<file path="src/logic/fb_pkg.sv">
`default_nettype none

package fb_pkg;

    // ------------------------------------------------------------------------
    // display geometry, scaled down raster
    // ------------------------------------------------------------------------
    localparam int h_disp      = 16;    // visible columns
    localparam int v_disp      = 8;     // visible lines
    localparam int h_total     = 20;    // columns per line incl. blanking
    localparam int v_total     = 10;    // lines per frame incl. blanking
    localparam int hsync_start = 17;    // first hsync column
    localparam int hsync_end   = 18;    // last hsync column, inclusive
    localparam int vsync_line  = 9;     // vsync high for this whole line

    // memory sizing, two buffers back to back
    localparam int buf_words = 128;     // h_disp * v_disp
    localparam int mem_words = 256;

    // ------------------------------------------------------------------------
    // vector types
    // ------------------------------------------------------------------------
    typedef logic [3:0]  x_t;           // visible column
    typedef logic [2:0]  y_t;           // visible line
    typedef logic [4:0]  h_cnt_t;       // raster column, 0..h_total-1
    typedef logic [3:0]  v_cnt_t;       // raster line, 0..v_total-1
    typedef logic [6:0]  pix_addr_t;    // pixel index inside one buffer
    typedef logic [7:0]  fb_addr_t;     // {buffer bit, pix_addr_t}
    typedef logic [23:0] rgb_t;
    typedef logic [7:0]  span_len_t;    // 1..128 pixels

    // drawing command, sampled when enable is seen in idle
    typedef struct packed {
        x_t        x_pos;
        y_t        y_pos;
        rgb_t      pixel;
        span_len_t len;
    } span_cmd_t;

    // one access on the shared memory port
    typedef struct packed {
        logic     req;
        logic     we;
        fb_addr_t addr;
        rgb_t     wdata;
    } mem_req_t;

    // display side, de plus syncs plus colour
    typedef struct packed {
        logic de;
        logic hsync;
        logic vsync;
        rgb_t rgb;
    } pixel_out_t;

    typedef enum logic [1:0] {
        idle,   // waiting for enable
        fill,   // writing pixels, busy high
        hold    // done, waiting for enable to drop
    } writer_state_t;

endpackage

`default_nettype wire

</file>
<file path="src/logic/frame_arbiter.sv">
`timescale 1ns/10ps
`default_nettype none

module frame_arbiter (
    input  wire  logic             ready,
    input  wire  fb_pkg::mem_req_t rd_req,      // scan-out, highest priority
    input  wire  fb_pkg::mem_req_t wr_req,      // span writer
    input  wire  fb_pkg::rgb_t     q,           // from memory
    output       logic             rd_gnt,
    output       logic             wr_gnt,
    output       fb_pkg::rgb_t     rd_data,     // back to reader
    output       fb_pkg::mem_req_t mem
);

    // ------------------------------------------------------------------------
    // fixed priority grant
    // ------------------------------------------------------------------------
    // reader cannot stall, so it always wins; writer takes the gaps
    // (blanking and the columns past h_disp)
    always_comb begin
        rd_gnt = 1'b0;
        wr_gnt = 1'b0;
        if (ready) begin                    // nothing before clear is done
            if (rd_req.req) begin
                rd_gnt = 1'b1;
            end else if (wr_req.req) begin
                wr_gnt = 1'b1;
            end
        end
    end

    // ------------------------------------------------------------------------
    // port mux
    // ------------------------------------------------------------------------
    always_comb begin
        mem = '0;                           // idle port, req low
        if (rd_gnt) begin
            mem       = rd_req;
            mem.we    = 1'b0;               // reader never writes
            mem.wdata = '0;
        end else if (wr_gnt) begin
            mem    = wr_req;
            mem.we = 1'b1;
        end
    end

    // only the reader ever issues reads, so q belongs to it
    assign rd_data = q;

endmodule

`default_nettype wire

</file>
<file path="config.mk">
export PLATFORM = sky130hd
export DESIGN_NAME = frame_arbiter
export DESIGN_NICKNAME = d
export VERILOG_FILES = /design/src/logic/fb_pkg.sv /design/src/logic/frame_arbiter.sv
export SDC_FILE = /design/constraint.sdc
export NUM_CORES = 1
export LEC_CHECK = 0
export BUFFER_PORTS_ARGS = -buffer_cell sky130_fd_sc_hd__buf_2
export CAP_MARGIN = 5
export CORE_MARGIN = 5
export CORE_UTILIZATION = 21
export DETAILED_ROUTE_END_ITERATION = 16
export PLACE_DENSITY = 0.85
export REMOVE_ABC_BUFFERS = 1
export SLEW_MARGIN = 10
export SYNTH_ARGS = -nofsm -noshare
export SYNTH_HDL_FRONTEND = slang
export SYNTH_SLANG_ARGS = --single-unit
</file>
<file path="constraint.sdc">
create_clock -name vclk -period 1.1
set_input_delay 0.22 -clock vclk [all_inputs]
set_output_delay 0.22 -clock vclk [all_outputs]
set_load 0.05 [all_outputs]
</file>
==> reports/qor.txt, run 1 <==
status = finished with violations
failing checks = negative setup slack
DRT Wirelength = 3024 um
initial antenna violation count = 0
first-pass GRT wire length = 4119 um
final net count = 214
Max Cap Violations = 0
GRT Residual Overflow = 0
fin cells = 149
crit end category = output port
Rows = 18
routed len/inst = 20.30 um
vias in the first global route = 811
layout cells sized above 1 = 96.64%
register area share after synthesis = 0%
final setup fails = 33
Distinct cells, synth = 9
Global Route Usage Sum = 15.68%
I/O Buffers = 79
Post-Syn Instances = 66
leakage power = 0.0006210 uW
synthesized area = 535.5 sq um
Worst Path Max Fanout = 25
FMAX = 790.2 MHz
Seq cells = 0
cts hold-fix bufs = 0
largest net degree at the start of global routing = 26
area delta synth->final = 107.0%
post-synth top area cell = buf_4
DP Cell Count = 148
DIE WIDTH = 60.50 um
area fraction of the dominant cell type after synthesis = 33.64%
Worst path slowest cell = and3b_2
worst path arrival time = 1.05 ns
CP top delay family = buffers and inverters
clock buf count = 0
final hold slack = 0.4403 ns
Critical Path Max Stage Delay = 0.25 ns
HP Class = in2out
Reg area = 0 sq um
Die ar. = 3660 sq um
Initial DRC Count = 8
diode count = 0
TritonRoute pass-1 iters = 2
Synth Warn # = 0
CP Class = in2out
unrepaired setup endpoints after global routing = yes
Starting Density = 21.81%
crit path time final = 1.266 ns
CP required = 0.88 ns
DR DRC count = 0
worst rel slew slack = 83.31%
worst path cell trace = buf_8, and3b_2, buf_12, and2_1, buf_6
dpl ws = -0.4471 ns
Via Count = 690
number of fillers in the final layout = 239
Setup TNS = -3.708 ns
final slew viol count = 0
Slew @ Worst Pin = 0.2521 ns
Max IR drop VDD = 0.0002250 V
Avg Inst Size Synth = 8.114 sq um
crit start category = input port
I/O pin count = 153
Die Ht = 60.50 um
Via-to-Cell Ratio = 4.631
worst setup margin = -0.1655 ns
Core ar. = 2455 sq um
part of the cycle the worst path needs = 115.0%
top post-synthesis cells by area = buf_4 34%, and2_4 31%, a32o_1 15%
ANT nets after route = 0
GP Congestion = 0.6914
worst path bufs/invs = 3
Pwr per Cell Area = 439.6 nW/um^2
Fin. Hold Viols = 0
[timing repair]
item | CTS | global route
setup endpoints to repair | 35 | 33
setup buffers | 1 | 0
pin swaps | 1 | 1
resized for setup | 95 | 10
[synth_stat cells]
library cell	n
and2_4	19
and2_1	6
buf_4	24
buf_6	2
a32o_1	8
o21a_1	1
buf_2	3
nor2b_1	1
and3b_2	2
[where the power goes]
| part | switching, uW | internal [uW] | total (uW) | leakage [uW] |
|---|---|---|---|---|
| sequential | 0 | 0 | 0 | 0 |
| clock | 0 | 0 | 0 | 0 |
| combinational | 267 | 221 | 487 | 0.000621 |
[stage by stage]
step                      utilization, %  cell area, sq um  power [uW]
after detailed placement           31.70             778.2       386.1
after floorplan                        -             317.8       243.0
final                              45.16              1109       487.3
after global placement             31.70             778.2       381.3
after global routing               45.16              1109       510.7
after CTS                          44.44              1091       480.6
[final timing paths]
check	to	start	slack, ns	depth (start not counted)
max	mem[0]	rd_req[33]	-0.17	5
min	rd_data[22]	q[22]	0.44	0
[metal layers]
metal,GRT usage [%],up-vias,wire (um)
met5,0,-,0
met4,1.858,0,38
met3,9.362,2,563
met2,29.63,88,1527
met1,15.04,297,895
li1,-,303,-
[layout by cell type, fill, tap and decap left out]
master	synthesis	final
a32o_2	0	8
and3b_2	2	2
buf_4	24	3
and2_4	19	22
nor2b_4	0	1
buf_6	2	12
o21a_1	1	1
and2_1	6	3
buf_2	3	44
buf_8	0	22
buf_12	0	1
[cell families (layout without fill, tap and decap cells)]
family                 after synthesis  after routing  share of synthesized area, %
buffers and inverters               29             82                         40.65
AND/OR/NAND/NOR                     28             28                         42.99
AO/OA/AOI/OAI                        9              9                         16.36
[layout make-up]
cell class	count	area [sq um]	share of cell area (%)
multi-input combinational	37	342.8	30.93
timing repair buffer	82	728.2	65.69
tap	30	37.54	3.386
Note: power is estimated with default switching activity, not from simulation.
==> run 2: changes to the inputs <==
BUFFER_PORTS_ARGS = not set   (was -buffer_cell sky130_fd_sc_hd__buf_2)
CORE_AREA = 5 5 56 58   (was not set)
CORE_MARGIN = not set   (was 5)
CORE_UTILIZATION = not set   (was 21)
DIE_AREA = 0 0 61 63   (was not set)
DONT_BUFFER_PORTS = 1   (was not set)
PLACE_DENSITY = not set   (was 0.85)
RECOVER_POWER = 50   (was not set)
==> run 2 against run 1 <==
The flow still finishes with violations (negative setup slack); global-route usage down 3.2 points; maximum frequency up 13%; sequential share of layout area unchanged; setup slack better by 0.14 ns; routed wire length down 15%; flip-flop and latch count unchanged; non-clock buffer count down 64; critical endpoint is now mem[2]; largest cell class is now multi-input gates.
==> reports/qor.txt, run 2 (synthesis results as in run 1) <==
fin cells = 86
routed len/inst = 29.79 um
layout cells sized above 1 = 94.55%
unrepaired setup endpoints after global routing = yes
number of fillers in the final layout = 275
Setup TNS = -0.2251 ns
Starting Density = 20.48%
Seq cells = 0
worst rel slew slack = 79.29%
commonest non-fill, non-tap cell in the layout = and2_4
Final Cell Area = 689.4 sq um
crit path time final = 1.125 ns
DR DRC count = 0
final net count = 150
FMAX = 889.3 MHz
area delta synth->final = 28.74%
worst path arrival time = 0.90 ns
Pwr per Cell Area = 554.4 nW/um^2
initial antenna violation count = 0
clock buf count = 0
cts hold-fix bufs = 0
Setup Fix Bufs, Post-CTS = 0
TritonRoute pass-1 iters = 4
DP Area = 666.9 sq um
DP Cell Count = 86
final setup fails = 13
diode count = 0
Max Cap Violations = 0
worst setup margin = -0.02454 ns
Final Power = 382.2 uW
Die ar. = 3843 sq um
Fin. Hold Viols = 0
Core ar. = 2615 sq um
Global Route Usage Sum = 12.44%
Reg area = 0 sq um
CP required = 0.88 ns
Via Count = 453
crit end category = output port
leakage power = 0.0003260 uW
final slew viol count = 0
first-pass GRT wire length = 3381 um
Rows = 19
status = finished with violations
CP Class = in2out
failing checks = negative setup slack
HP Class = in2out
GRT Residual Overflow = 0
Max IR drop VDD = 0.0002157 V
Worst Path Max Fanout = 25
I/O pin count = 153
GP Congestion = 0.6673
Via-to-Cell Ratio = 5.267
Slew @ Worst Pin = 0.3107 ns
largest net degree at the start of global routing = 26
I/O Buffers = 0
DIE WIDTH = 61 um
Initial DRC Count = 15
crit start category = input port
DRT Wirelength = 2562 um
most frequent cells in the layout = 24 x and2_4, 14 x buf_12, 8 x a32o_2
vias in the first global route = 521
part of the cycle the worst path needs = 102.2%
ANT nets after route = 0
Die Ht = 63 um
[run 2: final timing paths]
kind	from	endpoint	slack, ns	depth (start not counted)
min	q[6]	rd_data[6]	0.44	0
max	rd_req[33]	mem[2]	-0.02	4
[run 2: repair_timing]
action,4_1_cts,5_1_grt
pin swaps,12,9
gates cloned,0,0
endpoints found under the hold margin,0,0
setup endpoints to repair,16,32
gates resized for setup,13,0
[run 2: layout make-up]
| cell class | count | area, sq um | area share (%) |
|---|---|---|---|
| tap | 31 | 38.79 | 5.626 |
| multi-input combinational | 37 | 340.3 | 49.36 |
| timing repair buffer | 18 | 310.3 | 45.01 |
[run 2: through the flow]
step	hold slack (ns)	utilization, %	setup slack (ns)
final	0.4404	26.36	-0.02454
after global routing	0.4403	26.36	-0.05527
after CTS	0.4405	26.36	-0.04218
after detailed placement	0.4405	25.50	-0.08256
after global placement	0.4405	25.50	-0.05896
after floorplan	0.4400	-	-0.4284
[run 2: power breakdown]
part | switching, uW | internal [uW]
Combinational | 229 | 153
Clock | 0 | 0
Sequential | 0 | 0
Total | 229 | 153
[run 2: critical path, stage by stage]
cell,delay [ns]
and3b_2,0.24
buf_12,0.16
and2_4,0.16
buf_12,0.13
[run 2: per-layer routing]
layer	up-vias	share of wire [%]	GRT usage, %	routed length, um
li1	176	-	-	-
met1	183	35	14.77	895
met2	94	34	13.90	868
met3	0	31	17.36	798
met4	0	0	0	0
met5	-	0	0	0
