## src/logic/fb_pkg.sv

```systemverilog
`default_nettype none

package fb_pkg;

    // ------------------------------------------------------------------------
    // display geometry, scaled down raster
    // ------------------------------------------------------------------------
    localparam int h_disp      = 16;    // visible columns
    localparam int v_disp      = 8;     // visible lines
    localparam int h_total     = 20;    // columns per line incl. blanking
    localparam int v_total     = 10;    // lines per frame incl. blanking
    localparam int hsync_start = 17;    // first hsync column
    localparam int hsync_end   = 18;    // last hsync column, inclusive
    localparam int vsync_line  = 9;     // vsync high for this whole line

    // memory sizing, two buffers back to back
    localparam int buf_words = 128;     // h_disp * v_disp
    localparam int mem_words = 256;

    // ------------------------------------------------------------------------
    // vector types
    // ------------------------------------------------------------------------
    typedef logic [3:0]  x_t;           // visible column
    typedef logic [2:0]  y_t;           // visible line
    typedef logic [4:0]  h_cnt_t;       // raster column, 0..h_total-1
    typedef logic [3:0]  v_cnt_t;       // raster line, 0..v_total-1
    typedef logic [6:0]  pix_addr_t;    // pixel index inside one buffer
    typedef logic [7:0]  fb_addr_t;     // {buffer bit, pix_addr_t}
    typedef logic [23:0] rgb_t;
    typedef logic [7:0]  span_len_t;    // 1..128 pixels

    // drawing command, sampled when enable is seen in idle
    typedef struct packed {
        x_t        x_pos;
        y_t        y_pos;
        rgb_t      pixel;
        span_len_t len;
    } span_cmd_t;

    // one access on the shared memory port
    typedef struct packed {
        logic     req;
        logic     we;
        fb_addr_t addr;
        rgb_t     wdata;
    } mem_req_t;

    // display side, de plus syncs plus colour
    typedef struct packed {
        logic de;
        logic hsync;
        logic vsync;
        rgb_t rgb;
    } pixel_out_t;

    typedef enum logic [1:0] {
        idle,   // waiting for enable
        fill,   // writing pixels, busy high
        hold    // done, waiting for enable to drop
    } writer_state_t;

endpackage

`default_nettype wire

```

## src/logic/scanout_reader.sv

```systemverilog
`timescale 1ns/10ps
`default_nettype none

module scanout_reader (
    input  wire  logic               clk,
    input  wire  logic               rst,
    input  wire  logic               ready,
    input  wire  logic               buf_sel,
    output       fb_pkg::mem_req_t   rd_req,
    input  wire  logic               rd_gnt,
    input  wire  fb_pkg::rgb_t       rd_data,
    output       fb_pkg::pixel_out_t pix
);

    fb_pkg::h_cnt_t    h_cnt;           // raster column
    fb_pkg::v_cnt_t    v_cnt;           // raster line
    logic              frame_start;
    logic              front;           // buffer on display this frame
    logic              front_q;
    logic              visible;
    logic              hs;
    logic              vs;
    fb_pkg::pix_addr_t rd_idx;

    // de and syncs, one stage behind the counters
    logic              de_q;
    logic              hs_q;
    logic              vs_q;

    // ------------------------------------------------------------------------
    // raster counters
    // ------------------------------------------------------------------------
    always_ff @(posedge clk) begin
        if (rst) begin
            h_cnt <= '0;
            v_cnt <= '0;
        end else if (ready) begin       // held at 0,0 until memory is cleared
            if (h_cnt == fb_pkg::h_cnt_t'(fb_pkg::h_total - 1)) begin
                h_cnt <= '0;
                if (v_cnt == fb_pkg::v_cnt_t'(fb_pkg::v_total - 1)) begin
                    v_cnt <= '0;
                end else begin
                    v_cnt <= v_cnt + 1'b1;
                end
            end else begin
                h_cnt <= h_cnt + 1'b1;
            end
        end
    end

    // ------------------------------------------------------------------------
    // front buffer, swap only at frame start
    // ------------------------------------------------------------------------
    assign frame_start = (h_cnt == '0) && (v_cnt == '0);
    assign front       = frame_start ? buf_sel : front_q;   // first read already uses it

    always_ff @(posedge clk) begin
        if (rst) begin
            front_q <= 1'b0;
        end else begin
            front_q <= front;
        end
    end

    // ------------------------------------------------------------------------
    // read request and sync decode
    // ------------------------------------------------------------------------
    always_comb begin
        visible = ready
                  && (h_cnt < fb_pkg::h_cnt_t'(fb_pkg::h_disp))
                  && (v_cnt < fb_pkg::v_cnt_t'(fb_pkg::v_disp));
        hs      = ready
                  && (h_cnt >= fb_pkg::h_cnt_t'(fb_pkg::hsync_start))
                  && (h_cnt <= fb_pkg::h_cnt_t'(fb_pkg::hsync_end));
        vs      = ready && (v_cnt == fb_pkg::v_cnt_t'(fb_pkg::vsync_line));
        rd_idx  = fb_pkg::pix_addr_t'(fb_pkg::y_t'(v_cnt)) * fb_pkg::pix_addr_t'(fb_pkg::h_disp)
                  + fb_pkg::pix_addr_t'(fb_pkg::x_t'(h_cnt));
    end

    always_comb begin
        rd_req.req   = visible;
        rd_req.we    = 1'b0;
        rd_req.addr  = {front, rd_idx};
        rd_req.wdata = '0;
    end

    // ------------------------------------------------------------------------
    // output stage, lines up with q from memory
    // ------------------------------------------------------------------------
    always_ff @(posedge clk) begin
        if (rst) begin
            de_q <= 1'b0;
            hs_q <= 1'b0;
            vs_q <= 1'b0;
        end else begin
            de_q <= rd_gnt;             // data returns the cycle after grant
            hs_q <= hs;
            vs_q <= vs;
        end
    end

    always_comb begin
        pix.de    = de_q;
        pix.hsync = hs_q;
        pix.vsync = vs_q;
        pix.rgb   = de_q ? rd_data : '0;    // q is stale outside de
    end

endmodule

`default_nettype wire

```

## config.mk

```make
export PLATFORM = sky130hd
export DESIGN_NAME = scanout_reader
export DESIGN_NICKNAME = d
export VERILOG_FILES = /design/src/logic/fb_pkg.sv /design/src/logic/scanout_reader.sv
export SDC_FILE = /design/constraint.sdc
export NUM_CORES = 1
export LEC_CHECK = 0
export ABC_AREA = 1
export BUFFER_PORTS_ARGS = -buffer_cell sky130_fd_sc_hd__buf_2
export CAP_MARGIN = 20
export CORE_ASPECT_RATIO = 2
export CORE_MARGIN = 1.5
export CORE_UTILIZATION = 25
export DETAILED_ROUTE_END_ITERATION = 12
export GPL_ROUTABILITY_DRIVEN = 0
export PLACE_DENSITY_LB_ADDON = 0.1
export SLEW_MARGIN = 25
export SYNTH_ARGS = -nofsm -noshare
export SYNTH_HDL_FRONTEND = slang
export SYNTH_SLANG_ARGS = --single-unit
```

## constraint.sdc

```tcl
create_clock -name clk -period 4.5 [get_ports clk]
set_clock_uncertainty 0.2 [all_clocks]
set_input_delay 0.675 -clock clk [delete_from_list [all_inputs] [get_ports clk]]
set_output_delay 0.675 -clock clk [all_outputs]
set_load 0.01 [all_outputs]
```

==> metrics.csv, run 1 <==
stage,metric,value,unit
outcome,status,finished clean,
clocking,ctsResizeCount,0,
clocking,worstSkewPairLatency,0.24,ns
critical_path,crit_top_cell,nand2_1,
critical_path,crit_fanout,7,
routing,via_per_inst,3.83,
synthesis,synth_edf_count,0,
power_and_ir_drop,ir_drop,0.122,mV
layout,seqCellArea,260,µm²
global_route,gr-total-overflow,0,
critical_path,crit_chain,inv_1 -> ha_1 -> nand2_1 -> nor2_1 -> nand2_1 -> nand2_1 -> nand2_1 -> inv_1 -> buf_2,
critical_path,slowest_stage,dfxtp_1,
worst_hold_path,hold_path_class,reg2reg,
synthesis,synth_top_family_by_area,buffers and inverters,
clocking,cts_tree,yes,
synthesis,synthTopCellsByArea,"buf_4 24%, dfxtp_1 23%, nand2_1 15%, inv_1 13%, nor2_1 3.9%",
synthesis,ys_seq_elements,13,
synthesis,syn_inst,185,
routing,drtAntennaViolNets,0,
floorplan,ios,90,
synthesis,netlist.area_leader.share,0.243,
synthesis,avgSynthCellArea,6.18,µm²
synthesis,synth_xor_area_frac,0,
routing,drt-initial-drc-count,20,
placed_design,place.port_buffers,64,
global_route,antenna_found_initial,0,
floorplan,die_h,98.7,µm
synthesis,synthAdderAreaFrac,0.0328,
routing,drc,0,
clocking,path_clk_slew,0.06,ns
sta,finalMaxSlewViolations,0,
clocking,cts_made_buffers,3,
sta,hold_viol,0,
synthesis,synthSimpleGateAreaFrac,0.309,
global_route,grt_pass1_wl,4310,µm
synthesis,yosys_most_used_dff,dfxtp_1,
layout,syn_to_final_growth,20.8,%
layout,layoutNonFillerInstCount,292,
critical_path,end_kind,output port,
sta,timing.slew.headroom,0.498,
critical_path,worstPathArrival,1.47,ns
power_and_ir_drop,p_per_area,211,nW/µm²
sta,rsz0062_at_grt,no,
routing,detail_route.first_pass.iterations,4,
routing,postRouteWirelength,2820,µm
global_route,grt_pass1_vias,993,
sta,post-route-min-period,2.34,ns
clocking,ctsLongestPathBuffers,2,
layout,fin_nets,271,
layout,num-fill-cells,490,
power_and_ir_drop,leakagePower,0.960,nW
synthesis,yosysTopAreaCell,buf_4,
synthesis,ys_async_sr_fraction,0,
floorplan,coreArea,4380,µm²
critical_path,crit_path_max_incr_delay,0.45,ns
floorplan,start_util,0.261,
routing,wl_per_cell,9.64,µm
floorplan,num_rows,34,
layout,diodes,0,
layout,drive_above_1_share,0.319,
job,maxCapViolCount,0,
sta,worst_pin_slew,0.752,ns
floorplan,die-area,5010,µm²
synthesis,synth_cell_types,22,
global_route,grt_max_degree,26,
clocking,cts_hold_buf,0,
critical_path,cp.required,3.62,ns
synthesis,synth_warnings,0,
layout,multi_input_area,531,µm²
synthesis,synthTopCellsByCount,"46 x nand2_1, 41 x inv_1, 37 x buf_4",
synthesis,syn-cell-area,1140,µm²
sta,fmax,0.427,GHz
synthesis,synth_compound_area_frac,0.0405,
synthesis,ys_seq_area_frac,0.228,
clocking,cts_root_buffer,clkbuf_8,
sta,finalCritPeriodShare,0.521,
sta,tns,0,ns
global_route,gr-usage-all-layers,0.112,
clocking,cts.sinks,13,
critical_path,startpoint_type,flop,
synthesis,muxShareOfSynthArea,0,
sta,finalSetupViolCount,0,
clocking,htreeDepth,1,
clocking,post_cts_buffers,0,
placed_design,placed_cells,288,
floorplan,die_x,50.8,µm
synthesis,synth.most_common_cell,nand2_1,
placed_design,hpwl,2420,µm
routing,vias,1119,
critical_path,critical_path_class,reg2out,
## through the flow
step                setup WS (ns)  hold slack (ns)  power, mW  cell area (µm²)  utilization
finish                       2.16            0.316      0.292             1380        0.315
global route                 1.96            0.353      0.312             1380        0.315
floorplan                    2.56            0.274      0.182             1230            -
CTS                          2.11            0.314      0.297             1380        0.315
global placement             2.36            0.302      0.191             1340        0.305
detailed placement           2.38            0.306      0.190             1340        0.305
## area by class of cell
type | count | share of cell area
Clock buffer | 4 | 0.0326
Inverter | 42 | 0.114
Multi-Input combinational cell | 115 | 0.384
Sequential cell | 13 | 0.188
Tap cell | 54 | 0.0489
Timing Repair Buffer | 64 | 0.232
## report_power, final
group | switching, mW | internal, mW | total, mW
Clock | 0.0424 | 0.0626 | 0.105
Combinational | 0.0379 | 0.0254 | 0.0634
Sequential | 0.00549 | 0.118 | 0.124
## cells in the final DEF, fill, tap and decap left out
cell type and n:
buf_2 64, nand2_1 46, inv_1 41, conb_1 25, dfxtp_1 13, nor2_1 12
nand3_1 5, a21oi_1 5, nor3_1 5, nor2_2 3, ha_1 3, clkbuf_8 3
nand2_2 2, o21ai_0 2, nor2_4 1, nand3b_1 1, inv_2 1, nand3_4 1
nand2_4 1, o21ai_1 1, a31oi_1 1, nor4_1 1, clkbuf_1 1
## critical path, delay by kind of cell (launching register included)
family | cells | cell delay (ns)
fa+ha+maj | 1 | 0.21
buf+inv | 3 | 0.26
flops | 1 | 0.45
simple gates | 5 | 0.31
## worst paths after layout
kind                               start          to  slack [ns]  depth (start not counted)
worst max-delay path            h_cnt[0]  rd_req[31]        2.16                          9
worst min-delay path            v_cnt[3]    v_cnt[3]        0.32                          2
worst max register to register  h_cnt[0]    v_cnt[0]        2.97                          8
worst min register to register  v_cnt[3]    v_cnt[3]        0.32                          2
## layer usage
metal | wire length, µm | global-route usage
met1 | 888 | 0.0880
met2 | 1640 | 0.236
met3 | 204 | 0.0152
met4 | 87 | 0.0665
met5 | 0 | 0
## sequential cells by signal (all words and copies together), names as in the netlist
signal	flops
de_q	1
vs_q	1
front_q	1
hs_q	1
h_cnt	5
v_cnt	4
## logic make-up (layout without fill, tap and decap cells)
family / count (synthesis) / in the layout
buffers and inverters: 81 / 110
and+or+nand+nor: 78 / 78
DFF: 13 / 13
AOI/OAI and AO/OA: 9 / 9
adders and majority gates: 3 / 3
other: 1 / 25
Note: power is estimated with default switching activity, not from simulation.
==> run 2, diff against run 1 <==
clock period = 2.1 ns   (was 4.5 ns; I/O delays follow)
==> run 2 against run 1 <==
  * Global-route usage grew 0.21 points
  * Combinational power grew 120%
  * Non-clock buffer count grew 1
  * Setup slack got worse by 2.0 ns
  * Clock power grew 130%
  * Sequential cell count did not move
  * Critical path depth is the same
  * Clock-buffer cell count unchanged
  * Power grew 120%
==> metrics.csv, run 2 (synthesized netlist as in run 1, its figures left out) <==
stage,metric,value,unit
outcome,status,finished clean,
clocking,cts_made_buffers,3,
power_and_ir_drop,p_sw_frac,0.306,
routing,detail_route.first_pass.iterations,2,
layout,fin_nets,272,
job,maxCapViolCount,0,
power_and_ir_drop,p_total,638,µW
routing,drt-initial-drc-count,22,
power_and_ir_drop,leakagePower,0.965,nW
floorplan,die_x,50.8,µm
routing,vias,1091,
power_and_ir_drop,p_per_area,459,nW/µm²
critical_path,r2r-end,v_cnt[0],
critical_path,crit_path_end,rd_req[31],
critical_path,cp.required,1.58,ns
routing,wl_per_cell,9.78,µm
floorplan,ios,90,
critical_path,worstPathArrival,1.41,ns
power_and_ir_drop,p_switching,195,µW
sta,finalCritPeriodShare,0.918,
global_route,gr-total-overflow,0,
global_route,grt_max_degree,26,
placed_design,place.port_buffers,64,
clocking,cts_root_buffer,clkbuf_8,
critical_path,slowest_stage,dfxtp_1,
floorplan,die-area,5010,µm²
power_and_ir_drop,pwr-share-comb,0.223,
layout,final_cell_mix,"64 x buf_2, 46 x nand2_1, 41 x inv_1, 25 x conb_1, 13 x dfxtp_1",
layout,diodes,0,
clocking,ctsResizeCount,0,
routing,drtAntennaViolNets,0,
critical_path,crit_path_max_incr_delay,0.43,ns
routing,drc,0,
power_and_ir_drop,clkPwrFrac,0.372,
power_and_ir_drop,seqPwrFrac,0.405,
layout,regMostFlops,h_cnt,
critical_path,rrSetupSlack,0.57,ns
critical_path,r2r-start,h_cnt[0],
critical_path,crit_fanout,7,
clocking,cts_hold_buf,0,
power_and_ir_drop,p_int,443,µW
sta,hold_viol,0,
clocking,ctsLongestPathBuffers,2,
sta,tns,0,ns
routing,via_per_inst,3.72,
floorplan,num_rows,34,
layout,final_common_cell,buf_2,
clocking,cts_tree,yes,
global_route,grt_pass1_wl,4230,µm
power_and_ir_drop,ir_drop,0.337,mV
floorplan,start_util,0.261,
placed_design,hpwl,2470,µm
critical_path,crit_top_cell,nand2_1,
global_route,grt_pass1_vias,912,
routing,postRouteWirelength,2870,µm
layout,drive_above_1_share,0.322,
clocking,cts.sinks,13,
critical_path,startpoint,h_cnt[0],
critical_path,crit_chain,inv_1 -> ha_1 -> nand2_1 -> nor2_1 -> nand2_1 -> nand2_1 -> nand2_1 -> inv_1 -> buf_2,
floorplan,coreArea,4380,µm²
clocking,path_clk_slew,0.06,ns
critical_path,critical_path_class,reg2out,
sta,finalSetupViolCount,0,
critical_path,startpoint_type,flop,
worst_hold_path,hold_path_class,in2reg,
layout,syn_to_final_growth,21.4,%
clocking,htreeDepth,1,
sta,rsz0062_at_grt,no,
global_route,antenna_found_initial,0,
floorplan,die_h,98.7,µm
global_route,gr-usage-all-layers,0.114,
layout,reg_top3,"h_cnt: 5 flops, v_cnt: 4 flops",
sta,finalMaxSlewViolations,0,
worst_hold_path,hold_depth,3,
critical_path,end_kind,output port,
sta,fmax,0.519,GHz
clocking,worstSkewPairLatency,0.25,ns
critical_path,ff2ff_path_depth,8,
clocking,post_cts_buffers,0,
layout,largest_reg_flops,5,
sta,post-route-min-period,1.93,ns
run 2: changes by cell type in the layout (fill, tap and decap cells not counted):
| cell | delta |
|---|---|
| buf_4 | +1 |
run 2: power groups by stage:
stage | sequential [mW] | combinational, mW | clock [mW]
final | 0.258 | 0.142 | 0.237
after detailed placement | 0.264 | 0.144 | 0
after floorplan | 0.264 | 0.125 | 0
after global placement | 0.263 | 0.145 | 0
after CTS | 0.258 | 0.144 | 0.243
after global routing | 0.259 | 0.162 | 0.255
run 2: how the worst min path moves through the flow:
stage	start	endpoint	slack (ns)
after floorplan	rst	h_cnt[1]	0.18
after global placement	v_cnt[3]	v_cnt[3]	0.30
after detailed placement	v_cnt[3]	v_cnt[3]	0.30
after CTS	rd_gnt	de_q	0.09
after global routing	rd_gnt	de_q	0.09
final	rd_gnt	de_q	0.08
run 2: through the flow:
stage                      util  std cells  hold WS, ns  area, µm²  worst slack (ns)
after global placement    0.307        289        0.298       1340             0.471
after global routing      0.317        293       0.0892       1390            0.0458
after floorplan               -        209        0.184       1230             0.517
after CTS                 0.317        293       0.0893       1390             0.157
after detailed placement  0.307        289        0.297       1340             0.436
final                     0.317        293       0.0792       1390             0.172
run 2: final cells by class:
class	instances	area (µm²)
fill	517	2990
multi-input combinational	115	531
timing repair buffer	65	328
sequential	13	260
inverter	42	158
tap	54	67.6
clock buffer	4	45.0
run 2: critical path: cells and delay by family, from the launching register on:
kind	cells	cell delay, ns
adders and majority gates	1	0.20
DFF	1	0.43
and+or+nand+nor	5	0.27
buffers and inverters	3	0.26
run 2: per-layer routing:
layer  up-vias  routed length, µm  track usage
met1       446                909       0.0890
met3         4                195       0.0152
met5         -                  0            0
li1        583                  -            -
met4         0                 38       0.0561
met2        58               1720        0.247
