`config.mk`:
```
export PLATFORM = sky130hd
export DESIGN_NAME = span_writer
export DESIGN_NICKNAME = d
export VERILOG_FILES = /design/src/logic/fb_pkg.sv /design/src/logic/span_writer.sv
export SDC_FILE = /design/constraint.sdc
export NUM_CORES = 1
export LEC_CHECK = 0
export ABC_AREA = 1
export BUFFER_PORTS_ARGS = -buffer_cell sky130_fd_sc_hd__buf_2
export CAP_MARGIN = 15
export CORE_MARGIN = 1
export CORE_UTILIZATION = 50
export CTS_CLUSTER_DIAMETER = 200
export DETAILED_ROUTE_END_ITERATION = 8
export PLACE_DENSITY = 0.8
export SLEW_MARGIN = 20
export SYNTH_ARGS = -nofsm -noshare
export SYNTH_HDL_FRONTEND = slang
export SYNTH_SLANG_ARGS = --single-unit
export TNS_END_PERCENT = 50
```
`constraint.sdc`:
```
create_clock -name clk -period 2.3 [get_ports clk]
set_input_delay 0 -clock clk [delete_from_list [all_inputs] [get_ports clk]]
set_output_delay 0 -clock clk [all_outputs]
set_load 0.01 [all_outputs]
```
`src/logic/fb_pkg.sv`:
```
`default_nettype none

package fb_pkg;

    // ------------------------------------------------------------------------
    // display geometry, scaled down raster
    // ------------------------------------------------------------------------
    localparam int h_disp      = 16;    // visible columns
    localparam int v_disp      = 8;     // visible lines
    localparam int h_total     = 20;    // columns per line incl. blanking
    localparam int v_total     = 10;    // lines per frame incl. blanking
    localparam int hsync_start = 17;    // first hsync column
    localparam int hsync_end   = 18;    // last hsync column, inclusive
    localparam int vsync_line  = 9;     // vsync high for this whole line

    // memory sizing, two buffers back to back
    localparam int buf_words = 128;     // h_disp * v_disp
    localparam int mem_words = 256;

    // ------------------------------------------------------------------------
    // vector types
    // ------------------------------------------------------------------------
    typedef logic [3:0]  x_t;           // visible column
    typedef logic [2:0]  y_t;           // visible line
    typedef logic [4:0]  h_cnt_t;       // raster column, 0..h_total-1
    typedef logic [3:0]  v_cnt_t;       // raster line, 0..v_total-1
    typedef logic [6:0]  pix_addr_t;    // pixel index inside one buffer
    typedef logic [7:0]  fb_addr_t;     // {buffer bit, pix_addr_t}
    typedef logic [23:0] rgb_t;
    typedef logic [7:0]  span_len_t;    // 1..128 pixels

    // drawing command, sampled when enable is seen in idle
    typedef struct packed {
        x_t        x_pos;
        y_t        y_pos;
        rgb_t      pixel;
        span_len_t len;
    } span_cmd_t;

    // one access on the shared memory port
    typedef struct packed {
        logic     req;
        logic     we;
        fb_addr_t addr;
        rgb_t     wdata;
    } mem_req_t;

    // display side, de plus syncs plus colour
    typedef struct packed {
        logic de;
        logic hsync;
        logic vsync;
        rgb_t rgb;
    } pixel_out_t;

    typedef enum logic [1:0] {
        idle,   // waiting for enable
        fill,   // writing pixels, busy high
        hold    // done, waiting for enable to drop
    } writer_state_t;

endpackage

`default_nettype wire

```
`src/logic/span_writer.sv`:
```
`timescale 1ns/10ps
`default_nettype none

module span_writer (
    input  wire  logic              clk,
    input  wire  logic              rst,
    input  wire  logic              ready,
    input  wire  logic              buf_sel,
    input  wire  fb_pkg::span_cmd_t span,
    input  wire  logic              enable,
    output       logic              busy,
    output       fb_pkg::mem_req_t  wr_req,
    input  wire  logic              wr_gnt
);

    fb_pkg::writer_state_t state;
    fb_pkg::pix_addr_t     start_idx;   // y * h_disp + x of the command
    fb_pkg::span_len_t     room;        // pixels left up to buffer end
    fb_pkg::span_len_t     clip_len;    // len clipped to room
    fb_pkg::pix_addr_t     wr_idx;      // current pixel index
    fb_pkg::span_len_t     remain;      // pixels still to write
    fb_pkg::rgb_t          colour;      // latched span colour
    logic                  wr_buf;      // back buffer bit

    // ------------------------------------------------------------------------
    // command decode
    // ------------------------------------------------------------------------
    always_comb begin
        start_idx = fb_pkg::pix_addr_t'(span.y_pos) * fb_pkg::pix_addr_t'(fb_pkg::h_disp)
                    + fb_pkg::pix_addr_t'(span.x_pos);
        room      = fb_pkg::span_len_t'(fb_pkg::buf_words) - fb_pkg::span_len_t'(start_idx);
        // no wrap into the other buffer
        clip_len  = (span.len > room) ? room : span.len;
    end

    // ------------------------------------------------------------------------
    // fsm
    // ------------------------------------------------------------------------
    always_ff @(posedge clk) begin
        if (rst) begin
            state  <= fb_pkg::idle;
            remain <= '0;
        end else begin
            case (state)
                fb_pkg::idle: begin
                    if (enable && ready) begin
                        remain <= clip_len;
                        // zero length, nothing to draw
                        state  <= (clip_len == '0) ? fb_pkg::hold : fb_pkg::fill;
                    end
                end
                fb_pkg::fill: begin
                    if (wr_gnt) begin
                        remain <= remain - 1'b1;
                        if (remain == fb_pkg::span_len_t'(1)) begin
                            state <= fb_pkg::hold;  // last pixel just written
                        end
                    end
                end
                fb_pkg::hold: begin
                    if (!enable) begin
                        state <= fb_pkg::idle;
                    end
                end
                default: state <= fb_pkg::idle;
            endcase
        end
    end

    // payload, loaded on accept and stepped per grant
    always_ff @(posedge clk) begin
        if (state == fb_pkg::idle && enable && ready) begin
            wr_idx <= start_idx;
            colour <= span.pixel;
            wr_buf <= ~buf_sel;             // front is buf_sel, write the other
        end else if (state == fb_pkg::fill && wr_gnt) begin
            wr_idx <= wr_idx + 1'b1;
        end
    end

    assign busy = (state == fb_pkg::fill);

    // request held until granted
    always_comb begin
        wr_req.req   = (state == fb_pkg::fill);
        wr_req.we    = 1'b1;
        wr_req.addr  = {wr_buf, wr_idx};
        wr_req.wdata = colour;
    end

endmodule

`default_nettype wire

```
==> metrics.txt, run 1 <==
# TYPE chip_impl_metric gauge
chip_impl_info{name="status",value="completed"} 1
chip_impl_metric{name="cts.clk_slew.worst_paths",unit="ns"} 0.08
chip_impl_metric{name="synth_edf_count",unit=""} 32
chip_impl_metric{name="antenna-diode-count",unit=""} 0
chip_impl_metric{name="postPlaceCellArea",unit="µm²"} 2750
chip_impl_metric{name="min_period_over_period",unit="%"} 87.5
chip_impl_metric{name="path_max_fanout",unit=""} 9
chip_impl_metric{name="synth.yosys.seq_area_share",unit="%"} 50.9
chip_impl_metric{name="total_leakage_power",unit="nW"} 1.47
chip_impl_metric{name="numnets_final",unit=""} 415
chip_impl_metric{name="clock_buffer_depth",unit=""} 2
chip_impl_info{name="timing.critical_path.from_type",value="input pin"} 1
chip_impl_metric{name="yosys_warnings",unit=""} 0
chip_impl_metric{name="dp_hpwl",unit="µm"} 3780
chip_impl_metric{name="chipHeight",unit="µm"} 69.6
chip_impl_metric{name="final-max-slew-violation-count",unit=""} 0
chip_impl_metric{name="ant_nets",unit=""} 0
chip_impl_metric{name="final.min_clock_period",unit="ns"} 2.01
chip_impl_metric{name="vdd.ir_drop.worst",unit="µV"} 271
chip_impl_metric{name="antenna_violations_before_repair",unit=""} 0
chip_impl_metric{name="stdcell_area",unit="µm²"} 3120
chip_impl_info{name="yosys_most_used_dff",value="sky130_fd_sc_hd__edfxtp_1"} 1
chip_impl_info{name="synth.most_common_cell",value="sky130_fd_sc_hd__nand2_1"} 1
chip_impl_metric{name="synthDistinctLibCells",unit=""} 31
chip_impl_metric{name="fp.dieW",unit="µm"} 69.6
chip_impl_info{name="post_synth_main_area_contributors",value="sky130_fd_sc_hd__edfxtp_1, sky130_fd_sc_hd__nand2_1, sky130_fd_sc_hd__dfxtp_1, sky130_fd_sc_hd__ha_1, sky130_fd_sc_hd__inv_1"} 1
chip_impl_info{name="min-delay-path-class",value="in -> reg"} 1
chip_impl_info{name="timing.critical_path.to_type",value="flip-flop"} 1
chip_impl_info{name="ctsRootBufferMaster",value="sky130_fd_sc_hd__clkbuf_8"} 1
chip_impl_metric{name="global_route_wire_length_before_repair",unit="µm"} 9030
chip_impl_metric{name="power-per-cell-area",unit="nW/µm²"} 585
chip_impl_metric{name="synthCells",unit=""} 246
chip_impl_metric{name="cts.sink_count",unit=""} 42
chip_impl_metric{name="wl_per_cell",unit="µm"} 13.2
chip_impl_metric{name="first_pass_drt_iterations",unit=""} 4
chip_impl_metric{name="std_cell_rows",unit=""} 24
chip_impl_metric{name="fmaxAchievable",unit="MHz"} 497
chip_impl_metric{name="totalWireLength",unit="µm"} 5430
chip_impl_metric{name="detailroute.via_count",unit=""} 2071
chip_impl_metric{name="synth_async_sr_flop_share",unit="%"} 0
chip_impl_metric{name="timing.critical_path.required",unit="ns"} 2.53
chip_impl_metric{name="placement.setup.worst_slack",unit="ns"} -0.00473
chip_impl_metric{name="design.die.area",unit="µm²"} 4840
chip_impl_metric{name="detailedRoute.firstIterationViolations",unit=""} 78
chip_impl_metric{name="timing.final.setup_violations",unit=""} 0
chip_impl_metric{name="reg2reg_setup_slack",unit="ns"} 0.71
chip_impl_metric{name="synth_top_area_share",unit="%"} 42.1
chip_impl_metric{name="vias_per_cell",unit=""} 5.04
chip_impl_metric{name="grt_max_degree",unit=""} 39
chip_impl_metric{name="place.port_buffers",unit=""} 78
chip_impl_metric{name="finalHoldViolations",unit=""} 0
chip_impl_info{name="rsz0062_at_grt",value="false"} 1
chip_impl_metric{name="layout-drive-gt1-share",unit="%"} 30.1
chip_impl_metric{name="number_of_maximum_capacitance_violations",unit=""} 0
chip_impl_metric{name="clock_buffer_count_from_cts",unit=""} 5
chip_impl_metric{name="overflow",unit=""} 0
chip_impl_metric{name="finalWeightedCongestion",unit=""} 0.856
chip_impl_metric{name="setup_ws",unit="ns"} 0.287
chip_impl_info{name="synth.cells.most_frequent",value="sky130_fd_sc_hd__nand2_1, sky130_fd_sc_hd__inv_1, sky130_fd_sc_hd__edfxtp_1, sky130_fd_sc_hd__nand3_1, sky130_fd_sc_hd__o21ai_0"} 1
chip_impl_info{name="yosysTopAreaCell",value="sky130_fd_sc_hd__edfxtp_1"} 1
chip_impl_metric{name="h-tree-depth",unit=""} 2
chip_impl_metric{name="drt_drc_violations_left",unit=""} 0
chip_impl_metric{name="postCtsSetupRepairBufs",unit=""} 0
chip_impl_metric{name="initial_utilization",unit="%"} 52.1
chip_impl_metric{name="netlist_area",unit="µm²"} 2280
chip_impl_metric{name="layout.core_utilization",unit="%"} 71.2
chip_impl_metric{name="synth.avg_cell_area",unit="µm²"} 9.28
chip_impl_metric{name="fin_worst_skew",unit="ns"} 0.00358
chip_impl_metric{name="via_count_of_the_first_global_routing_pass",unit=""} 2049
chip_impl_metric{name="crit_arrival",unit="ns"} 2.25
chip_impl_metric{name="syn_nets",unit=""} 303
chip_impl_metric{name="design.portCount",unit=""} 80
chip_impl_metric{name="floorplan.core_area",unit="µm²"} 4380
chip_impl_info{name="worst-setup-path-type",value="in -> reg"} 1
chip_impl_metric{name="worstSkewPairLatency",unit="ns"} 0.29
chip_impl_metric{name="ys_ff_latch",unit=""} 42
chip_impl_info{name="cts_tree",value="yes"} 1
chip_impl_metric{name="area_growth",unit="%"} 36.7
chip_impl_metric{name="groute.usage.overall",unit="%"} 23.7
cells by family after synthesis:
group | count (synthesis) | synth area share [%]
DFF | 42 | 50.9
buffers and inverters | 41 | 7.29
and+or+nand+nor | 104 | 21.4
xor gates and xnor gates | 11 | 4.55
adders and majority gates | 12 | 6.58
other | 1 | 0.164
AOI/OAI and AO/OA | 35 | 9.16
path summary, 6_finish.rpt:
| check | from | endpoint | cells past startpoint |
|---|---|---|---|
| hold / removal | span[34] | wr_idx[6]$_DFFE_PP_ | 3 |
| hold reg to reg | state[1]$_SDFFE_PP0P_ | state[1]$_SDFFE_PP0P_ | 2 |
| setup reg to reg | state[1]$_SDFFE_PP0P_ | remain[6]$_SDFFE_PP0P_ | 8 |
| setup / recovery | span[35] | state[1]$_SDFFE_PP0P_ | 20 |
cell type report:
cell class / count / area [µm²]
well taps: 52 / 65.1
inverters: 35 / 131
clock inverters: 3 / 23.8
flip-flops and latches: 42 / 1160
repair buffers: 111 / 706
fillers: 339 / 1260
clock buffers: 5 / 68.8
multi-input cells: 163 / 965
per-stage QoR:
step / total power, W / hold slack, ns / std cells / TNS (ns)
floorplan: 0.00118 / 0.0624 / 246 / 0
global placement: 0.00131 / 0.176 / 376 / 0
detailed placement: 0.00132 / 0.178 / 376 / -0.00473
CTS: 0.00184 / 0.0175 / 411 / 0
global route: 0.00194 / 0.0297 / 411 / 0
finish: 0.00182 / 0.0279 / 411 / 0
timing repair:
action / in CTS / in global routing
hold buffers: 27 / 0
hold endpoints to repair: 27 / 0
setup endpoints to repair: 0 / 1
resized for setup: 0 / 2
power breakdown:
part | internal [W] | total (W) | leakage, nW | switching, W
Combinational | 0.000192 | 0.000441 | 1.05 | 0.000249
Sequential | 0.000878 | 0.000909 | 0.381 | 0.0000311
Clock | 0.000217 | 0.000475 | 0.0408 | 0.000258
Total | 0.00129 | 0.00182 | 1.47 | 0.000538
flip-flops by register name, summed over array words and instances (netlist names):
signal,count
colour,24
remain,8
state,2
wr_idx,7
wr_buf,1
cells in the final DEF (no fill, tap or decap), types with 2 or more instances in the layout:
cell type / count
sky130_fd_sc_hd__xnor2_1: 3
sky130_fd_sc_hd__edfxtp_1: 32
sky130_fd_sc_hd__dfxtp_1: 10
sky130_fd_sc_hd__ha_1: 12
sky130_fd_sc_hd__nand3_1: 18
sky130_fd_sc_hd__dlygate4sd3_1: 27
sky130_fd_sc_hd__o211ai_1: 7
sky130_fd_sc_hd__buf_4: 6
sky130_fd_sc_hd__buf_2: 78
sky130_fd_sc_hd__nand2_1: 55
sky130_fd_sc_hd__nor3_1: 2
sky130_fd_sc_hd__a31oi_1: 3
sky130_fd_sc_hd__nand4_1: 4
sky130_fd_sc_hd__xor2_1: 7
sky130_fd_sc_hd__clkbuf_8: 5
sky130_fd_sc_hd__clkinvlp_4: 2
sky130_fd_sc_hd__o21ai_0: 16
sky130_fd_sc_hd__nand2_4: 2
sky130_fd_sc_hd__nor2_1: 13
sky130_fd_sc_hd__inv_1: 33
sky130_fd_sc_hd__inv_2: 2
sky130_fd_sc_hd__nor2_2: 4
sky130_fd_sc_hd__a21oi_1: 6
worst max-delay path: stages:
cell and delay (ns):
sky130_fd_sc_hd__buf_2 0.11, sky130_fd_sc_hd__inv_1 0.08, sky130_fd_sc_hd__ha_1 0.18, sky130_fd_sc_hd__nor3b_4 0.22
sky130_fd_sc_hd__nand3_1 0.09, sky130_fd_sc_hd__nand2_1 0.07, sky130_fd_sc_hd__nand2_1 0.07, sky130_fd_sc_hd__ha_1 0.28
sky130_fd_sc_hd__nand2_1 0.09, sky130_fd_sc_hd__nor2_4 0.15, sky130_fd_sc_hd__nand4_4 0.18, sky130_fd_sc_hd__nand2_4 0.14
sky130_fd_sc_hd__nand2_1 0.06, sky130_fd_sc_hd__nand2_1 0.08, sky130_fd_sc_hd__nand2_1 0.05, sky130_fd_sc_hd__nor2_1 0.10
sky130_fd_sc_hd__nand2_1 0.08, sky130_fd_sc_hd__nand2_1 0.06, sky130_fd_sc_hd__nand2_1 0.06, sky130_fd_sc_hd__a21oi_2 0.10
per-layer routing:
metal / GRT usage [%] / part of all wire (%) / up-vias
met4: 10.7 / 2.0 / 0
met2: 41.5 / 50 / 78
li1: - / - / 1044
met1: 28.0 / 42 / 937
met5: 0 / 0 / -
met3: 4.51 / 6.0 / 12
Power figures use the tool's default switching activity.
==> inputs of run 2 (changes only) <==
ABC_AREA = 0   (was 1)
CAP_MARGIN = unset   (was 15)
CORE_MARGIN = unset   (was 1)
==> run 2 against run 1 <==
Sequential share of layout area down 0.99 points; clock power up 44%; combinational power down 4%; synthesized area down 0.49%; final cell count down 7.3%; routed wire length up 6.4%; die area down 0.47%; register-to-register slack worse by 0.06 ns; largest cell class unchanged; largest power group unchanged; design area up 2.7%; via count up 0.72%; non-clock buffer count up 7.
==> metrics.txt, run 2 <==
# TYPE chip_impl_metric gauge
chip_impl_info{name="status",value="completed"} 1
chip_impl_info{name="registers.top_by_ff_count",value="colour"} 1
chip_impl_metric{name="synth_top_area_share",unit="%"} 42.3
chip_impl_metric{name="fp.dieW",unit="µm"} 69.4
chip_impl_metric{name="placedCellCount",unit=""} 343
chip_impl_info{name="post_synth_main_area_contributors",value="sky130_fd_sc_hd__edfxtp_1, sky130_fd_sc_hd__dfxtp_1, sky130_fd_sc_hd__ha_1, sky130_fd_sc_hd__nand2_1, sky130_fd_sc_hd__o21ai_0"} 1
chip_impl_metric{name="crit_arrival",unit="ns"} 2.18
chip_impl_metric{name="floorplan.core_area",unit="µm²"} 4350
chip_impl_info{name="layout.cells.most_common",value="sky130_fd_sc_hd__buf_2"} 1
chip_impl_metric{name="power-per-cell-area",unit="nW/µm²"} 632
chip_impl_metric{name="vdd.ir_drop.worst",unit="µV"} 283
chip_impl_metric{name="finalWeightedCongestion",unit=""} 0.869
chip_impl_metric{name="cts.clk_slew.worst_paths",unit="ns"} 0.08
chip_impl_metric{name="ys_ff_latch",unit=""} 42
chip_impl_metric{name="detailedRoute.firstIterationViolations",unit=""} 114
chip_impl_metric{name="groute.usage.overall",unit="%"} 24.9
chip_impl_metric{name="global_route_wire_length_before_repair",unit="µm"} 9430
chip_impl_metric{name="total_leakage_power",unit="nW"} 1.36
chip_impl_info{name="worst-setup-path-type",value="in -> reg"} 1
chip_impl_metric{name="yosys_warnings",unit=""} 0
chip_impl_info{name="rsz0062_at_grt",value="false"} 1
chip_impl_metric{name="clock_buffer_depth",unit=""} 2
chip_impl_metric{name="area_growth",unit="%"} 41.2
chip_impl_metric{name="timing.critical_path.required",unit="ns"} 2.52
chip_impl_info{name="timing.critical_path.from_type",value="input pin"} 1
chip_impl_metric{name="antenna-diode-count",unit=""} 0
chip_impl_metric{name="route.met3.wl",unit="µm"} 308
chip_impl_metric{name="final-max-slew-violation-count",unit=""} 0
chip_impl_metric{name="drt_drc_violations_left",unit=""} 0
chip_impl_metric{name="path_max_fanout",unit=""} 18
chip_impl_metric{name="detailroute.via_count",unit=""} 2086
chip_impl_metric{name="synth_edf_count",unit=""} 32
chip_impl_metric{name="slowest_delay",unit="ns"} 0.41
chip_impl_metric{name="fmaxAchievable",unit="MHz"} 512
chip_impl_metric{name="first_pass_drt_iterations",unit=""} 5
chip_impl_metric{name="fin_worst_skew",unit="ns"} 0.00540
chip_impl_metric{name="final.min_clock_period",unit="ns"} 1.95
chip_impl_metric{name="grt_max_degree",unit=""} 29
chip_impl_metric{name="max_reg_flops",unit=""} 24
chip_impl_metric{name="place.port_buffers",unit=""} 78
chip_impl_metric{name="synth_async_sr_flop_share",unit="%"} 0
chip_impl_metric{name="std_cell_rows",unit=""} 24
chip_impl_info{name="min-delay-path-class",value="in -> reg"} 1
chip_impl_metric{name="overflow",unit=""} 0
chip_impl_metric{name="chipHeight",unit="µm"} 69.4
chip_impl_metric{name="netlist_area",unit="µm²"} 2270
chip_impl_metric{name="synth.yosys.seq_area_share",unit="%"} 51.1
chip_impl_info{name="ctsRootBufferMaster",value="sky130_fd_sc_hd__clkbuf_8"} 1
chip_impl_metric{name="setup_tns",unit="ns"} 0
chip_impl_metric{name="initial_utilization",unit="%"} 52.2
chip_impl_info{name="timing.critical_path.to_type",value="flip-flop"} 1
chip_impl_metric{name="min_period_over_period",unit="%"} 85.0
chip_impl_metric{name="dp_hpwl",unit="µm"} 3910
chip_impl_info{name="yosysTopAreaCell",value="sky130_fd_sc_hd__edfxtp_1"} 1
chip_impl_metric{name="vias_per_cell",unit=""} 5.48
chip_impl_info{name="cp_common_cell",value="sky130_fd_sc_hd__ha_1"} 1
chip_impl_info{name="yosys_most_used_dff",value="sky130_fd_sc_hd__edfxtp_1"} 1
chip_impl_info{name="reg_top3",value="colour x24, remain x8, wr_idx x7"} 1
chip_impl_metric{name="h-tree-depth",unit=""} 2
chip_impl_metric{name="synthCells",unit=""} 210
chip_impl_metric{name="design.portCount",unit=""} 80
chip_impl_info{name="crit_chain",value="buf_2, inv_1, ha_1, nand2b_4, nor3_4, xor2_2, ha_1, nand4_1, a21oi_1, o22ai_2, buf_12, or4_1, o211ai_1"} 1
chip_impl_metric{name="design.die.area",unit="µm²"} 4820
chip_impl_metric{name="timing.final.setup_violations",unit=""} 0
chip_impl_metric{name="synthDistinctLibCells",unit=""} 53
chip_impl_metric{name="synth.avg_cell_area",unit="µm²"} 10.8
chip_impl_metric{name="numnets_final",unit=""} 385
chip_impl_metric{name="wl_met1",unit="µm"} 2490
chip_impl_metric{name="cts.sink_count",unit=""} 42
chip_impl_metric{name="finalHoldViolations",unit=""} 0
chip_impl_info{name="final_cell_mix",value="sky130_fd_sc_hd__buf_2, sky130_fd_sc_hd__edfxtp_1, sky130_fd_sc_hd__dlygate4sd3_1"} 1
chip_impl_metric{name="ant_nets",unit=""} 0
chip_impl_info{name="maxUsedRoutingLayer",value="met4"} 1
chip_impl_metric{name="worstSkewPairLatency",unit="ns"} 0.29
chip_impl_metric{name="clock_buffer_count_from_cts",unit=""} 5
chip_impl_metric{name="wl_per_cell",unit="µm"} 15.2
chip_impl_metric{name="totalWireLength",unit="µm"} 5780
chip_impl_info{name="critical_path.slowest_cell",value="sky130_fd_sc_hd__or4_1"} 1
chip_impl_metric{name="syn_nets",unit=""} 267
chip_impl_metric{name="layout-drive-gt1-share",unit="%"} 34.7
chip_impl_metric{name="number_of_maximum_capacitance_violations",unit=""} 0
chip_impl_info{name="synth.cells.most_frequent",value="sky130_fd_sc_hd__edfxtp_1, sky130_fd_sc_hd__nand2_1, sky130_fd_sc_hd__o21ai_0, sky130_fd_sc_hd__a21oi_1, sky130_fd_sc_hd__ha_1"} 1
chip_impl_info{name="cts_tree",value="yes"} 1
chip_impl_metric{name="via_count_of_the_first_global_routing_pass",unit=""} 1992
chip_impl_metric{name="antenna_violations_before_repair",unit=""} 0
chip_impl_info{name="synth.most_common_cell",value="sky130_fd_sc_hd__edfxtp_1"} 1
chip_impl_metric{name="route.met2.wl",unit="µm"} 2790
chip_impl_metric{name="stdcell_count",unit=""} 381
==> run 2: cell count changes after synthesis, moves of 3 or more <==
cell / change
sky130_fd_sc_hd__nand2_1: -30
sky130_fd_sc_hd__nand3_1: -13
sky130_fd_sc_hd__xor2_1: -3
sky130_fd_sc_hd__nor2_1: -6
sky130_fd_sc_hd__a31oi_1: +5
sky130_fd_sc_hd__o211ai_1: -5
sky130_fd_sc_hd__a21oi_1: +7
sky130_fd_sc_hd__inv_1: -25
sky130_fd_sc_hd__nor2_2: -3
==> run 2: cell families (layout without fill, tap and decap cells) <==
family | after synthesis | in the layout | synth area share (%)
simple gates | 71 | 71 | 17.1
mux | 3 | 3 | 1.54
compound gates | 54 | 54 | 16.0
other cells | 1 | 1 | 0.165
flops | 42 | 42 | 51.1
xor+xnor | 8 | 8 | 3.42
buf+inv | 19 | 138 | 4.02
fa+ha+maj | 12 | 12 | 6.61
==> run 2: layout make-up <==
class                   instances  area (µm²)
inverters                      12        45.0
multi-input cells             149        1020
fillers                       316        1150
flip-flops and latches         42        1160
well taps                      52        65.1
repair buffers                118         778
clock inverters                 3        68.8
clock buffers                   5        68.8
==> run 2: worst max-delay path, delay by kind of cell <==
kind	cells	cell delay, ns
fa+ha+maj	2	0.51
compound gates	3	0.36
buf+inv	3	0.37
xor+xnor	1	0.10
simple gates	4	0.82
==> run 2: stage by stage <==
step	setup slack [ns]	hold slack (ns)	power (W)	instance area [µm²]	utilization, %
after floorplan	0.259	0.0989	0.00116	2270	-
after global placement	0.138	0.177	0.00130	2770	63.6
after CTS	0.357	0.00630	0.00203	3210	73.6
after detailed placement	0.0517	0.178	0.00131	2770	63.6
final	0.345	0.0181	0.00203	3210	73.6
after global routing	0.233	0.0213	0.00212	3210	73.6
==> run 2: path summary, 6_finish.rpt <==
kind,slack [ns],from,cells past startpoint,to
setup / recovery,0.35,span[36],13,remain[2]$_SDFFE_PP0P_
hold / removal,0.02,span[2],3,remain[2]$_SDFFE_PP0P_
setup reg to reg,0.65,state[0]$_SDFFE_PP0P_,7,remain[5]$_SDFFE_PP0P_
hold reg to reg,0.58,remain[1]$_SDFFE_PP0P_,2,remain[1]$_SDFFE_PP0P_
==> run 2: report_power, final <==
group,switching [W],internal [W]
Combinational,0.000227,0.000197
Sequential,0.0000370,0.000878
Clock,0.000251,0.000435
Total,0.000515,0.00151
==> run 2: metal layers <==
layer	track usage, %	vias to the layer above
met5	0	-
met4	11.6	0
met3	5.09	16
met2	42.0	89
met1	30.6	962
li1	-	1019
==> run 2: what timing repair did <==
| item | in CTS | in global routing |
|---|---|---|
| hold endpoints to repair | 30 | 0 |
| resized for setup | 0 | 0 |
| hold buffers | 30 | 0 |
| buffers inserted | 0 | 0 |
==> inputs of run 3 (changes only) <==
CORE_UTILIZATION = 45   (was 50)
PLACE_DENSITY = 0.76   (was 0.8)
clock period = 1.6 ns   (was 2.3 ns; I/O delays follow)
==> run 3 against run 2 <==
The flow now finishes with violations (setup timing); count of clock-buffer cells in the layout is the same; global-route usage shrank 0.43 points; combinational power up 79%; design area rose by 13%; sequential share of layout area fell by 4.1 points; worst hold slack gained 0.0094 ns; critical path type unchanged; via count increased by 8.1%; utilization is 1.9 points higher; power grew 51%.
==> metrics.txt, run 3 (synthesized netlist as in run 2, its figures left out) <==
# TYPE chip_impl_metric gauge
chip_impl_info{name="status",value="finished with violations"} 1
chip_impl_info{name="failed_checks",value="setup timing"} 1
chip_impl_metric{name="std_cell_rows",unit=""} 25
chip_impl_metric{name="fin_worst_skew",unit="ns"} 0.00623
chip_impl_metric{name="first_pass_drt_iterations",unit=""} 4
chip_impl_info{name="crit_chain",value="buf_2, inv_2, ha_4, nand2b_4, o21ai_0, o21ai_1, ha_1, nand4_1, a21oi_2, o22ai_4, buf_6, or4_1, o211ai_1"} 1
chip_impl_info{name="layout.cells.most_common",value="sky130_fd_sc_hd__buf_2"} 1
chip_impl_metric{name="h-tree-depth",unit=""} 2
chip_impl_metric{name="slowest_delay",unit="ns"} 0.40
chip_impl_metric{name="stdcell_count",unit=""} 430
chip_impl_metric{name="fmaxAchievable",unit="MHz"} 509
chip_impl_info{name="cts_tree",value="yes"} 1
chip_impl_metric{name="setup_tns",unit="ns"} -2.78
chip_impl_metric{name="hold_path_depth",unit=""} 3
chip_impl_metric{name="fp.dieW",unit="µm"} 73.0
chip_impl_metric{name="design.die.area",unit="µm²"} 5330
chip_impl_metric{name="min_period_over_period",unit="%"} 123
chip_impl_metric{name="crit_arrival",unit="ns"} 2.18
chip_impl_info{name="worst-setup-path-type",value="in -> reg"} 1
chip_impl_metric{name="ant_nets",unit=""} 0
chip_impl_metric{name="timing.reg2reg.worst_path_depth",unit=""} 6
chip_impl_info{name="top_usage_layer",value="met2"} 1
chip_impl_metric{name="design.portCount",unit=""} 80
chip_impl_metric{name="antenna_violations_before_repair",unit=""} 0
chip_impl_metric{name="grt_use_met2",unit="%"} 43.4
chip_impl_metric{name="vdd.ir_drop.worst",unit="µV"} 450
chip_impl_info{name="reg_top3",value="colour x24, remain x8, wr_idx x7"} 1
chip_impl_metric{name="timing.critical_path.required",unit="ns"} 1.81
chip_impl_metric{name="drt_drc_violations_left",unit=""} 0
chip_impl_info{name="timing.critical_path.from_type",value="input pin"} 1
chip_impl_info{name="ctsRootBufferMaster",value="sky130_fd_sc_hd__clkbuf_8"} 1
chip_impl_metric{name="global_route_wire_length_before_repair",unit="µm"} 9720
chip_impl_info{name="registers.top_by_ff_count",value="colour"} 1
chip_impl_metric{name="cts.sink_count",unit=""} 42
chip_impl_metric{name="placedCellCount",unit=""} 380
chip_impl_metric{name="detailedRoute.firstIterationViolations",unit=""} 94
chip_impl_metric{name="met3_usage_grt",unit="%"} 3.45
chip_impl_metric{name="dp_hpwl",unit="µm"} 4190
chip_impl_metric{name="grt.met1_usage",unit="%"} 26.5
chip_impl_metric{name="total_leakage_power",unit="nW"} 1.57
chip_impl_metric{name="initial_utilization",unit="%"} 47.5
chip_impl_metric{name="clock_buffer_depth",unit=""} 2
chip_impl_metric{name="worstSkewPairLatency",unit="ns"} 0.30
chip_impl_metric{name="final-max-slew-violation-count",unit=""} 0
chip_impl_metric{name="reg2reg_setup_slack",unit="ns"} -0.06
chip_impl_metric{name="finalHoldViolations",unit=""} 0
chip_impl_info{name="r2r-end",value="state[1]$_SDFFE_PP0P_"} 1
chip_impl_metric{name="max_reg_flops",unit=""} 24
chip_impl_info{name="min-delay-path-class",value="in -> reg"} 1
chip_impl_info{name="worstHoldEndpoint",value="remain[0]$_SDFFE_PP0P_"} 1
chip_impl_info{name="critical_path.slowest_cell",value="sky130_fd_sc_hd__or4_1"} 1
chip_impl_metric{name="totalWireLength",unit="µm"} 6580
chip_impl_metric{name="postPlaceCellArea",unit="µm²"} 2940
chip_impl_metric{name="vias_per_cell",unit=""} 5.24
chip_impl_metric{name="detailroute.via_count",unit=""} 2254
chip_impl_metric{name="setup_ws",unit="ns"} -0.365
chip_impl_metric{name="layout-drive-gt1-share",unit="%"} 45.2
chip_impl_metric{name="timing.final.setup_violations",unit=""} 10
chip_impl_info{name="final_cell_mix",value="sky130_fd_sc_hd__buf_2, sky130_fd_sc_hd__buf_4, sky130_fd_sc_hd__edfxtp_1"} 1
chip_impl_metric{name="overflow",unit=""} 0
chip_impl_metric{name="clock_buffer_count_from_cts",unit=""} 5
chip_impl_metric{name="floorplan.core_area",unit="µm²"} 4790
chip_impl_metric{name="power.total",unit="W"} 0.00305
chip_impl_info{name="timing.rr.start",value="remain[5]$_SDFFE_PP0P_"} 1
chip_impl_metric{name="area_growth",unit="%"} 59.1
chip_impl_metric{name="layout.core_utilization",unit="%"} 75.5
chip_impl_metric{name="groute.usage.overall",unit="%"} 24.5
chip_impl_metric{name="wl_per_cell",unit="µm"} 15.3
chip_impl_metric{name="finalWeightedCongestion",unit=""} 0.911
chip_impl_metric{name="antenna-diode-count",unit=""} 0
chip_impl_metric{name="stdcell_area",unit="µm²"} 3610
chip_impl_metric{name="chipHeight",unit="µm"} 73.0
chip_impl_metric{name="number_of_maximum_capacitance_violations",unit=""} 0
chip_impl_metric{name="numnets_final",unit=""} 419
chip_impl_metric{name="grt_max_degree",unit=""} 26
chip_impl_metric{name="final.min_clock_period",unit="ns"} 1.97
chip_impl_metric{name="path_max_fanout",unit=""} 6
chip_impl_metric{name="cts.clk_slew.worst_paths",unit="ns"} 0.08
chip_impl_info{name="timing.critical_path.to_type",value="flip-flop"} 1
chip_impl_metric{name="fill_cells",unit=""} 306
chip_impl_metric{name="power-per-cell-area",unit="nW/µm²"} 845
chip_impl_info{name="rsz0062_at_grt",value="true"} 1
chip_impl_info{name="min-delay-start",value="span[0]"} 1
chip_impl_metric{name="via_count_of_the_first_global_routing_pass",unit=""} 2180
chip_impl_metric{name="place.port_buffers",unit=""} 78
==> run 3: changes by cell type in the layout (fill, tap and decap cells not counted), sizes merged <==
cell         change
dlygate4sd3      -1
buf             +35
==> run 3: cell type report <==
type / count / area (µm²) / share of cell area [%]
Sequential cell: 42 / 1160 / 32.1
Multi-Input combinational cell: 149 / 1140 / 31.4
Timing Repair Buffer: 152 / 1050 / 29.1
Tap cell: 67 / 83.8 / 2.32
Clock buffer: 5 / 68.8 / 1.90
Clock inverter: 3 / 68.8 / 1.90
Inverter: 12 / 45.0 / 1.25
==> run 3: critical path, delay by kind of cell <==
family,cells,cell delay (ns)
buf+inv,3,0.35
simple gates,3,0.64
compound gates,5,0.72
fa+ha+maj,2,0.47
==> run 3: worst max-delay path by stage <==
| stage | startpoint | endpoint | slack (ns) |
|---|---|---|---|
| floorplan | span[35] | remain[0]$_SDFFE_PP0P_ | -0.39 |
| global placement | span[32] | remain[2]$_SDFFE_PP0P_ | -0.54 |
| detailed placement | span[36] | remain[2]$_SDFFE_PP0P_ | -0.62 |
| CTS | span[32] | remain[2]$_SDFFE_PP0P_ | -0.19 |
| global route | span[32] | remain[2]$_SDFFE_PP0P_ | -0.40 |
| finish | span[35] | remain[2]$_SDFFE_PP0P_ | -0.37 |
==> run 3: what timing repair did <==
action                     4_1_cts  5_1_grt
pin swaps                        6        8
hold buffers                    29        0
setup buffers                    7        5
hold endpoints to repair        29        0
setup endpoints to repair       10       10
cloned                           1        0
resized for setup               25        8
==> run 3: layer usage <==
layer	part of all wire (%)	wire length, µm
met4	3.9	255
met3	6.0	398
met1	38	2510
met5	0	0
met2	52	3420
==> run 3: per-stage QoR <==
stage	hold WS, ns	setup slack [ns]
finish	0.0276	-0.365
global route	0.0416	-0.398
CTS	0.0158	-0.185
detailed placement	0.179	-0.624
global placement	0.176	-0.536
floorplan	0.0989	-0.386
==> run 3: where the power goes <==
group	total, W	leakage, nW	switching, W	internal (W)
registers	0.00131	0.381	0.0000475	0.00126
logic	0.000760	1.12	0.000384	0.000376
clock network	0.000985	0.0683	0.000360	0.000625
total	0.00305	1.57	0.000792	0.00226
